**src/hw/riscv_isa_pkg.sv**
```systemverilog
// RV32I encodings: instruction width, major opcodes, funct3 values, field positions, ALU ops
package riscv_isa_pkg;

  localparam int ILEN = 32;               // Instruction width

  //////////////////////////////
  // Major opcodes
  typedef enum logic [6:0] {
    OPC_OP     = 7'b0110011,              // Register-register
    OPC_OP_IMM = 7'b0010011               // Register-immediate
  } opcode_t;

  // funct3 values shared by OP and OP_IMM
  localparam logic [2:0] F3_ADD_SUB = 3'b000;
  localparam logic [2:0] F3_SLT     = 3'b010;
  localparam logic [2:0] F3_XOR     = 3'b100;
  localparam logic [2:0] F3_OR      = 3'b110;
  localparam logic [2:0] F3_AND     = 3'b111;

  localparam int FUNCT7_SUB_BIT = 30;     // Selects SUB over ADD

  //////////////////////////////
  // Field positions
  localparam int OPC_HI = 6;
  localparam int OPC_LO = 0;
  localparam int RD_HI  = 11;
  localparam int RD_LO  = 7;
  localparam int F3_HI  = 14;
  localparam int F3_LO  = 12;
  localparam int RS1_HI = 19;
  localparam int RS1_LO = 15;
  localparam int RS2_HI = 24;
  localparam int RS2_LO = 20;
  localparam int F7_HI  = 31;
  localparam int F7_LO  = 25;
  localparam int IMM_HI = 31;             // I-type immediate
  localparam int IMM_LO = 20;

  // Operations the execute stage knows
  typedef enum logic [2:0] {
    ALU_ADD,
    ALU_SUB,
    ALU_AND,
    ALU_OR,
    ALU_XOR,
    ALU_SLT
  } alu_op_t;

endpackage

```
**src/hw/riscv_pipe_pkg.sv**
```systemverilog
// Pipeline types: register index width, register index type, register count
package riscv_pipe_pkg;

  //////////////////////////////
  // Integer register file

  localparam int RSD_W   = 5;             // Index width
  localparam int REG_CNT = 1 << RSD_W;    // x0 included

  // Source or destination register index
  typedef logic [RSD_W-1:0] rsd_t;

endpackage

```
**src/hw/riscv_idex_if.sv**
```systemverilog
// Decode to execute interface carrying one decoded instruction per cycle
`timescale 1ns/1ns

interface riscv_idex_if #(
  parameter int XLEN = 32
);

  import riscv_isa_pkg::*;
  import riscv_pipe_pkg::*;

  logic            valid;   // Slot holds an instruction
  alu_op_t         op;
  rsd_t            dst;
  logic [XLEN-1:0] opa;     // Operands after bypass
  logic [XLEN-1:0] opb;
  logic            we;      // Writes a register other than x0

  // Decode side
  modport id (
    output valid, op, dst, opa, opb, we
  );

  // Execute side
  modport ex (
    input  valid, op, dst, opa, opb, we
  );

endinterface

```
**src/hw/riscv_core.sv**
```systemverilog
// Core top level: input register, decode, execute and integer register file
`timescale 1ns/1ns

module riscv_core #(
  parameter int XLEN = 32
)
(
  input  logic                           clk_i,
  input  logic                           arst_n_i,

  // Fetched instructions, one per strobe
  input  logic                           insn_valid_i,
  input  logic [riscv_isa_pkg::ILEN-1:0] insn_i,

  // Every register write
  output logic                           wb_valid_o,
  output riscv_pipe_pkg::rsd_t           wb_dst_o,
  output logic [XLEN-1:0]                wb_r_o
);

  import riscv_isa_pkg::*;
  import riscv_pipe_pkg::*;

  logic            pd_valid;
  logic [ILEN-1:0] pd_insn;
  rsd_t            id_rs1, id_rs2;
  logic [XLEN-1:0] rf_srcv1, rf_srcv2;
  logic [XLEN-1:0] ex_r;

  riscv_idex_if #(.XLEN(XLEN)) idex ();

  //////////////////////////////
  // Input register
  always_ff @(posedge clk_i or negedge arst_n_i)
  begin
    if (!arst_n_i)
      pd_valid <= 1'b0;
    else
      pd_valid <= insn_valid_i;
  end

  always_ff @(posedge clk_i)
    pd_insn <= insn_i;

  // Decode, reads RF combinationally
  riscv_id #(
    .XLEN       ( XLEN       ) )
  id_unit (
    .clk_i      ( clk_i      ),
    .arst_n_i   ( arst_n_i   ),
    .pd_valid_i ( pd_valid   ),
    .pd_insn_i  ( pd_insn    ),
    .id_rs1_o   ( id_rs1     ),
    .id_rs2_o   ( id_rs2     ),
    .rf_srcv1_i ( rf_srcv1   ),
    .rf_srcv2_i ( rf_srcv2   ),
    .ex_r_i     ( ex_r       ),
    .wb_valid_i ( wb_valid_o ),
    .wb_dst_i   ( wb_dst_o   ),
    .wb_r_i     ( wb_r_o     ),
    .idex       ( idex.id    ) );

  riscv_ex #(
    .XLEN       ( XLEN       ) )
  ex_unit (
    .clk_i      ( clk_i      ),
    .arst_n_i   ( arst_n_i   ),
    .idex       ( idex.ex    ),
    .ex_r_o     ( ex_r       ),
    .wb_valid_o ( wb_valid_o ),
    .wb_dst_o   ( wb_dst_o   ),
    .wb_r_o     ( wb_r_o     ) );

  // Write port fed straight from the write-back bus
  riscv_rf #(
    .XLEN        ( XLEN       ) )
  int_rf (
    .clk_i       ( clk_i      ),
    .arst_n_i    ( arst_n_i   ),
    .rf_src1_i   ( id_rs1     ),
    .rf_src2_i   ( id_rs2     ),
    .rf_src1_q_o ( rf_srcv1   ),
    .rf_src2_q_o ( rf_srcv2   ),
    .rf_dst_i    ( wb_dst_o   ),
    .rf_dst_d_i  ( wb_r_o     ),
    .rf_we_i     ( wb_valid_o ) );

endmodule

```
**src/hw/riscv_ex.sv**
```systemverilog
// Execute stage: ALU and the write-back register
`timescale 1ns/1ns

module riscv_ex #(
  parameter int XLEN = 32
)
(
  input  logic                 clk_i,
  input  logic                 arst_n_i,

  riscv_idex_if.ex             idex,

  output logic [XLEN-1:0]      ex_r_o,      // Combinational result, EX bypass
  output logic                 wb_valid_o,
  output riscv_pipe_pkg::rsd_t wb_dst_o,
  output logic [XLEN-1:0]      wb_r_o
);

  import riscv_isa_pkg::*;

  logic [XLEN-1:0] alu_r;

  //////////////////////////////
  // ALU
  always_comb
  begin
    case (idex.op)
      ALU_ADD: alu_r = idex.opa + idex.opb;
      ALU_SUB: alu_r = idex.opa - idex.opb;
      ALU_AND: alu_r = idex.opa & idex.opb;
      ALU_OR:  alu_r = idex.opa | idex.opb;
      ALU_XOR: alu_r = idex.opa ^ idex.opb;
      ALU_SLT: alu_r = {{(XLEN-1){1'b0}}, $signed(idex.opa) < $signed(idex.opb)};
      default: alu_r = '0;
    endcase
  end

  assign ex_r_o = alu_r;

  //////////////////////////////
  // Write-back register
  always_ff @(posedge clk_i or negedge arst_n_i)
  begin
    if (!arst_n_i)
      wb_valid_o <= 1'b0;
    else
      wb_valid_o <= idex.valid && idex.we;   // Only real register writes
  end

  always_ff @(posedge clk_i)
  begin
    wb_dst_o <= idex.dst;
    wb_r_o   <= alu_r;
  end

endmodule

```
**src/hw/riscv_id.sv**
```systemverilog
// Decode stage: field split, ALU op decode, immediate, operand bypass, ID/EX register
`timescale 1ns/1ns

module riscv_id #(
  parameter int XLEN = 32
)
(
  input  logic                         clk_i,
  input  logic                         arst_n_i,

  input  logic                         pd_valid_i,
  input  logic [riscv_isa_pkg::ILEN-1:0] pd_insn_i,

  output riscv_pipe_pkg::rsd_t         id_rs1_o,   // To RF read ports
  output riscv_pipe_pkg::rsd_t         id_rs2_o,
  input  logic [XLEN-1:0]              rf_srcv1_i,
  input  logic [XLEN-1:0]              rf_srcv2_i,

  input  logic [XLEN-1:0]              ex_r_i,     // EX bypass
  input  logic                         wb_valid_i, // WB bypass
  input  riscv_pipe_pkg::rsd_t         wb_dst_i,
  input  logic [XLEN-1:0]              wb_r_i,

  riscv_idex_if.id                     idex
);

  import riscv_isa_pkg::*;
  import riscv_pipe_pkg::*;

  typedef enum logic [1:0] {
    BYP_RF,
    BYP_EX,
    BYP_WB
  } byp_src_t;

  localparam int IMM_W = IMM_HI - IMM_LO + 1;

  opcode_t         opcode;
  rsd_t            rs1, rs2, rd;
  logic [2:0]      funct3;
  logic            sub_bit;
  logic [5:0]      f7_rest;        // funct7 without the SUB bit
  logic            dec_ok;
  alu_op_t         dec_op;
  logic            is_imm;
  logic [XLEN-1:0] imm;
  byp_src_t        byp1, byp2;
  logic [XLEN-1:0] opa_nxt, rs2_val, opb_nxt;

  // Newest producer wins, x0 never bypassed
  function automatic byp_src_t byp_sel(input rsd_t src, input logic ex_v, input rsd_t ex_dst,
                                       input logic wb_v, input rsd_t wb_dst);
    if (src != '0 && ex_v && ex_dst == src)
      return BYP_EX;
    else if (src != '0 && wb_v && wb_dst == src)
      return BYP_WB;
    else
      return BYP_RF;
  endfunction

  //////////////////////////////
  // Fields
  assign opcode  = opcode_t'(pd_insn_i[OPC_HI:OPC_LO]);
  assign rd      = pd_insn_i[RD_HI:RD_LO];
  assign rs1     = pd_insn_i[RS1_HI:RS1_LO];
  assign rs2     = pd_insn_i[RS2_HI:RS2_LO];
  assign funct3  = pd_insn_i[F3_HI:F3_LO];
  assign sub_bit = pd_insn_i[FUNCT7_SUB_BIT];
  assign f7_rest = {pd_insn_i[F7_HI], pd_insn_i[FUNCT7_SUB_BIT-1:F7_LO]};
  assign imm     = {{(XLEN-IMM_W){pd_insn_i[IMM_HI]}}, pd_insn_i[IMM_HI:IMM_LO]};

  assign id_rs1_o = rs1;
  assign id_rs2_o = rs2;

  always_comb
  begin
    dec_ok = 1'b1;
    is_imm = 1'b0;
    case (funct3)
      F3_ADD_SUB: dec_op = ALU_ADD;
      F3_SLT:     dec_op = ALU_SLT;
      F3_XOR:     dec_op = ALU_XOR;
      F3_OR:      dec_op = ALU_OR;
      F3_AND:     dec_op = ALU_AND;
      default:
      begin
        dec_op = ALU_ADD;
        dec_ok = 1'b0;                   // Shifts, SLTU
      end
    endcase

    case (opcode)
      OPC_OP:
      begin
        // Only funct7 0000000, or 0100000 with ADD/SUB
        if (f7_rest != '0 || (sub_bit && funct3 != F3_ADD_SUB))
          dec_ok = 1'b0;
        else if (sub_bit)
          dec_op = ALU_SUB;
      end
      OPC_OP_IMM: is_imm = 1'b1;
      default:    dec_ok = 1'b0;         // Bubble
    endcase
  end

  //////////////////////////////
  // Operand bypass
  assign byp1 = byp_sel(rs1, idex.valid && idex.we, idex.dst, wb_valid_i, wb_dst_i);
  assign byp2 = byp_sel(rs2, idex.valid && idex.we, idex.dst, wb_valid_i, wb_dst_i);

  always_comb
  begin
    case (byp1)
      BYP_EX:  opa_nxt = ex_r_i;
      BYP_WB:  opa_nxt = wb_r_i;
      default: opa_nxt = rf_srcv1_i;
    endcase
    case (byp2)
      BYP_EX:  rs2_val = ex_r_i;
      BYP_WB:  rs2_val = wb_r_i;
      default: rs2_val = rf_srcv2_i;
    endcase
  end

  assign opb_nxt = is_imm ? imm : rs2_val;

  //////////////////////////////
  // ID/EX register
  always_ff @(posedge clk_i or negedge arst_n_i)
  begin
    if (!arst_n_i)
    begin
      idex.valid <= 1'b0;
      idex.we    <= 1'b0;
    end
    else
    begin
      idex.valid <= pd_valid_i && dec_ok;
      idex.we    <= pd_valid_i && dec_ok && rd != '0;   // x0 writes dropped
    end
  end

  always_ff @(posedge clk_i)
  begin
    idex.op  <= dec_op;
    idex.dst <= rd;
    idex.opa <= opa_nxt;
    idex.opb <= opb_nxt;
  end

endmodule

```
**src/hw/riscv_rf.sv**
```systemverilog
// Integer register file, two combinational read ports and one write port, x0 fixed at zero
`timescale 1ns/1ns

module riscv_rf #(
  parameter int XLEN = 32
)
(
  input  logic                 clk_i,
  input  logic                 arst_n_i,

  input  riscv_pipe_pkg::rsd_t rf_src1_i,
  input  riscv_pipe_pkg::rsd_t rf_src2_i,
  output logic [XLEN-1:0]      rf_src1_q_o,
  output logic [XLEN-1:0]      rf_src2_q_o,

  input  riscv_pipe_pkg::rsd_t rf_dst_i,
  input  logic [XLEN-1:0]      rf_dst_d_i,
  input  logic                 rf_we_i
);

  import riscv_pipe_pkg::*;

  logic [XLEN-1:0] regs [1:REG_CNT-1];    // No storage for x0

  always_ff @(posedge clk_i or negedge arst_n_i)
  begin
    if (!arst_n_i)
    begin
      for (int i = 1; i < REG_CNT; i++)
        regs[i] <= '0;
    end
    else if (rf_we_i && rf_dst_i != '0)
      regs[rf_dst_i] <= rf_dst_d_i;
  end

  // Reads of x0 give zero
  assign rf_src1_q_o = (rf_src1_i == '0) ? '0 : regs[rf_src1_i];
  assign rf_src2_q_o = (rf_src2_i == '0) ? '0 : regs[rf_src2_i];

endmodule

```
**config.mk**
```make
export PLATFORM = sky130hd
export DESIGN_NAME = riscv_core
export DESIGN_NICKNAME = d
export VERILOG_FILES = /design/src/hw/riscv_isa_pkg.sv /design/src/hw/riscv_pipe_pkg.sv /design/src/hw/riscv_idex_if.sv /design/src/hw/riscv_core.sv /design/src/hw/riscv_ex.sv /design/src/hw/riscv_id.sv /design/src/hw/riscv_rf.sv
export SDC_FILE = /design/constraint.sdc
export NUM_CORES = 2
export LEC_CHECK = 0
export BUFFER_PORTS_ARGS = -buffer_cell sky130_fd_sc_hd__buf_2
export CAP_MARGIN = 20
export CORE_MARGIN = 2
export CORE_UTILIZATION = 55
export DETAILED_ROUTE_END_ITERATION = 10
export PLACE_DENSITY = 0.71
export SLEW_MARGIN = 0
export SYNTH_ARGS = -nofsm -noshare
export SYNTH_HDL_FRONTEND = slang
export SYNTH_HIERARCHICAL = 1
export SYNTH_SLANG_ARGS = --single-unit
```
**constraint.sdc**
```tcl
create_clock -name clk_i -period 2.9 [get_ports clk_i]
set_clock_uncertainty 0.1 [all_clocks]
set_input_delay 0.145 -clock clk_i [delete_from_list [all_inputs] [get_ports clk_i]]
set_output_delay 0.145 -clock clk_i [all_outputs]
set_load 0.02 [all_outputs]
```
==> flow_summary_export.csv <==
group,metric,value,unit
clocking,cts-root-buf,"clkbuf_16",
critical_path,r2r.worst_path.cells,16,
sta,setup-violations-final,69,
flow_run,maxCapViolCount,0,
outcome,status,"finished, violations left",
pwr,p_total,39.9,mW
critical_path,cp.depth,16,
synthesis,yosys-top-cells-area,"dfrtp_1, mux2_2, mux2i_1, mux4_2, dfxtp_1",
final_layout,syn_to_final_growth,19.4,%
routing,dr.pass1.iters,6,
critical_path,crit_type,"reg -> reg",
die,die_w,345,um
critical_path,reg2reg_setup_slack,-480,ps
critical_path,crit_buf_inv,3,
synthesis,synth_common_cells,"mux2_2, dfrtp_1, mux2i_1, o22ai_1, clkbuf_1",
critical_path,worstSetupStartpointType,"register",
routing,wl,220000,um
critical_path,critPathTopFamily,"compound AO/OA/AOI/OAI gates",
clocking,h-tree-depth,3,
synthesis,syn_area_per_cell,12.0,um^2
sta,fin_setup_tns,-18600,ps
clocking,clk_pin_slew,60,ps
synthesis,synthFlopType,"dfrtp_1",
critical_path,crit_fanout,3,
place,place_inst,7022,
grt,grt_usage,36.6,%
grt,grt_pass1_wl,324000,um
synthesis,synth_edf_count,0,
final_layout,n_antenna_cell,0,
outcome,violations,"setup timing",
sta,period_share,117,%
pwr,combPwrFrac,18.5,%
sta,slew_headroom,25.8,%
synthesis,syn-num-nets,5487,
clocking,clock_latency,750,ps
pwr,power.share.clock,40.4,%
final_layout,nNetsFinal,5873,
die,dieArea,119000,um^2
grt,grt_overflow_total,0,
synthesis,synth_largest_area_cell,"dfrtp_1",
sta,finalMaxSlewViolations,0,
sta,rsz0062_at_grt,"true",
clocking,cts-buffers-inserted,119,
min_path,hold_class,"in -> async",
routing,detail-route-antenna-nets,0,
synthesis,synth_top_area_share,39.0,%
critical_path,end_kind,"register",
pwr,p_seq_share,41.1,%
grt,antenna_found_initial,2,
routing,drt_iter0_markers,5218,
place,pre_cts_ws,-625,ps
routing,drc,0,
synthesis,synth-seq-cells,1137,
critical_path,critPathMaxStageDelay,410,ps
sta,worst_slew_pin_slew,1110,ps
sta,setup_ws,-484,ps
critical_path,critical_path_arrival,3890,ps
final_layout,layout.cells.non_filler,7361,
synthesis,synth_cell_type_count,99,
pwr,power.leakage,36.1,nW
place,dp_hpwl,143000,um
final_layout,stdcell_area,76300,um^2
die,fp.dieH,345,um
synthesis,seq_area_frac_synth,43.4,%
clocking,cts_tree,"built",
final_layout,layout-drive-gt1-share,41.7,%
grt,grt_pass1_vias,50228,
clocking,cts_max_path_buffers,3,
routing,wl_per_cell,29.9,um
place,gp_congestion,0.966,
critical_path,crit_chain,"inv_2 -> ha_4 -> fa_2 -> o21bai_1 -> nand2_1 -> a2111oi_4 -> o21ai_4 -> o21ai_4 -> o41ai_2 -> buf_4 -> o31a_1 -> a221oi_2 -> o22ai_2 -> buf_4 -> nand2_1 -> o21ai_1",
critical_path,worstPathRequired,3410,ps
synthesis,synthArstFlopShare,87.6,%
die,start_util,55.3,%
grt,grt_max_degree,91,
synthesis,yosys_warnings,6,
critical_path,slowest_stage,"a2111oi_4",
clocking,cts_num_sinks,1137,
die,rows,125,
routing,num_vias,49778,
synthesis,synthCells,5349,
die,core_area,116000,um^2
synthesis,synthMostInstantiatedCell,"mux2_2",
sta,hold_violations,0,
pwr,p_sw,11.8,mW
sta,fin_crit,3380,ps
place,dpl_cell_area,70100,um^2
synthesis,synth_area,64000,um^2
pwr,vdd.ir_drop.worst,0.481,mV
routing,vias_per_cell,6.76,
sta,clock.fmax,296,MHz
pwr,sw_frac_of_total,29.4,%
die,num_io_pins,73,
pwr,internal_power,28.2,mW
place,port_buffers,72,
pwr,powerDensity,523,nW/um^2
## worst reg2reg max path, stage by stage (launching register included)
cell and delay, ps:
dfxtp_2 340, inv_2 50, ha_4 160, fa_2 340, o21bai_1 180, nand2_1 130
a2111oi_4 420, o21ai_4 170, o21ai_4 200, o41ai_2 90, buf_4 160, o31a_1 260
a221oi_2 260, o22ai_2 140, buf_4 160, nand2_1 40, o21ai_1 60
## per-layer routing
metal	track usage [%]	vias up	routed length (um)
met5	0	-	0
met4	19.5	0	12700
met3	9.91	747	23100
met2	56.4	2660	98800
met1	47.1	25491	85200
li1	-	20880	-
## stage by stage
stage               hold slack (ps)  utilization [%]
finish                          208             66.0
global route                    208             66.0
CTS                             163             65.5
detailed placement              108             60.6
global placement                115             60.6
floorplan                      -251                -
## sequential cells by signal, indices dropped and copies added (netlist names)
name	cells
pd_insn	32
pd_valid	1
id_unit/idex.we	1
ex_unit/wb_valid_o	1
id_unit/idex.opb	32
id_unit/idex.op	3
ex_unit/wb_r_o	32
id_unit/idex.opa	32
ex_unit/wb_dst_o	5
id_unit/idex.valid	1
int_rf/regs	992
id_unit/idex.dst	5
## power by group through the flow
stage               Combinational (mW)  Clock [mW]  Sequential (mW)
floorplan                         3.18           0             16.7
global placement                  6.46           0             16.7
detailed placement                6.51           0             16.7
CTS                               6.98        16.3             16.4
global route                      7.75        17.0             16.4
finish                            7.40        16.1             16.4
## worst paths after layout
check	start	end
max	id_unit/idex.opa[0]	id_unit/idex.opa[26]
max in group asynchronous	arst_n_i	int_rf/regs[368]
min in group clk_i	pd_insn[7]	id_unit/idex.dst[0]
max reg2reg	id_unit/idex.opa[0]	id_unit/idex.opa[26]
min reg2reg	pd_insn[7]	id_unit/idex.dst[0]
min	arst_n_i	int_rf/regs[714]
## cell families after synthesis
logic type,share of synthesized area [%]
AO/OA/AOI/OAI,10.3
XOR/XNOR,0.505
adder cells (fa/ha/maj),2.04
buffers and inverters,4.58
flip-flops,43.4
multiplexers,33.9
AND/OR/NAND/NOR,5.30
## what timing repair did
| item | 4_1_cts | 5_1_grt |
|---|---|---|
| setup endpoints to repair | 68 | 75 |
| hold buffers | 68 | 0 |
| resized for setup | 138 | 86 |
| endpoints found under the hold margin | 782 | 0 |
| pin swaps | 83 | 64 |
| buffers inserted | 30 | 21 |
## area by class of cell
class                   count  area [um^2]
inverters                  93          352
flip-flops and latches   1137        27800
repair buffers            797         7580
multi-input cells        3587        34500
clock inverters            50          558
well taps                1524         1910
fillers                  8504        39400
clock buffers             173         3610
## layout by cell type, fill, tap and decap left out, drive strengths merged, types with 24 or more instances in the layout
master	Yosys	layout
inv	93	101
or3	37	37
clkinv	0	31
dfxtp	141	141
mux2	1120	1120
o31ai	40	40
o21ai	102	102
clkbuf	244	176
nor4	45	45
a221oi	67	67
o22ai	300	300
dlygate4sd3	0	67
nor2	133	133
buf	280	727
ha	101	101
a221o	35	35
nor2b	51	51
a211oi	76	76
xnor2	24	24
a21oi	116	116
mux2i	617	617
and3	42	42
dfrtp	996	996
a22oi	67	67
nor3	157	157
mux4	128	128
nand2	130	130
Note: power is estimated with default switching activity, not from simulation.
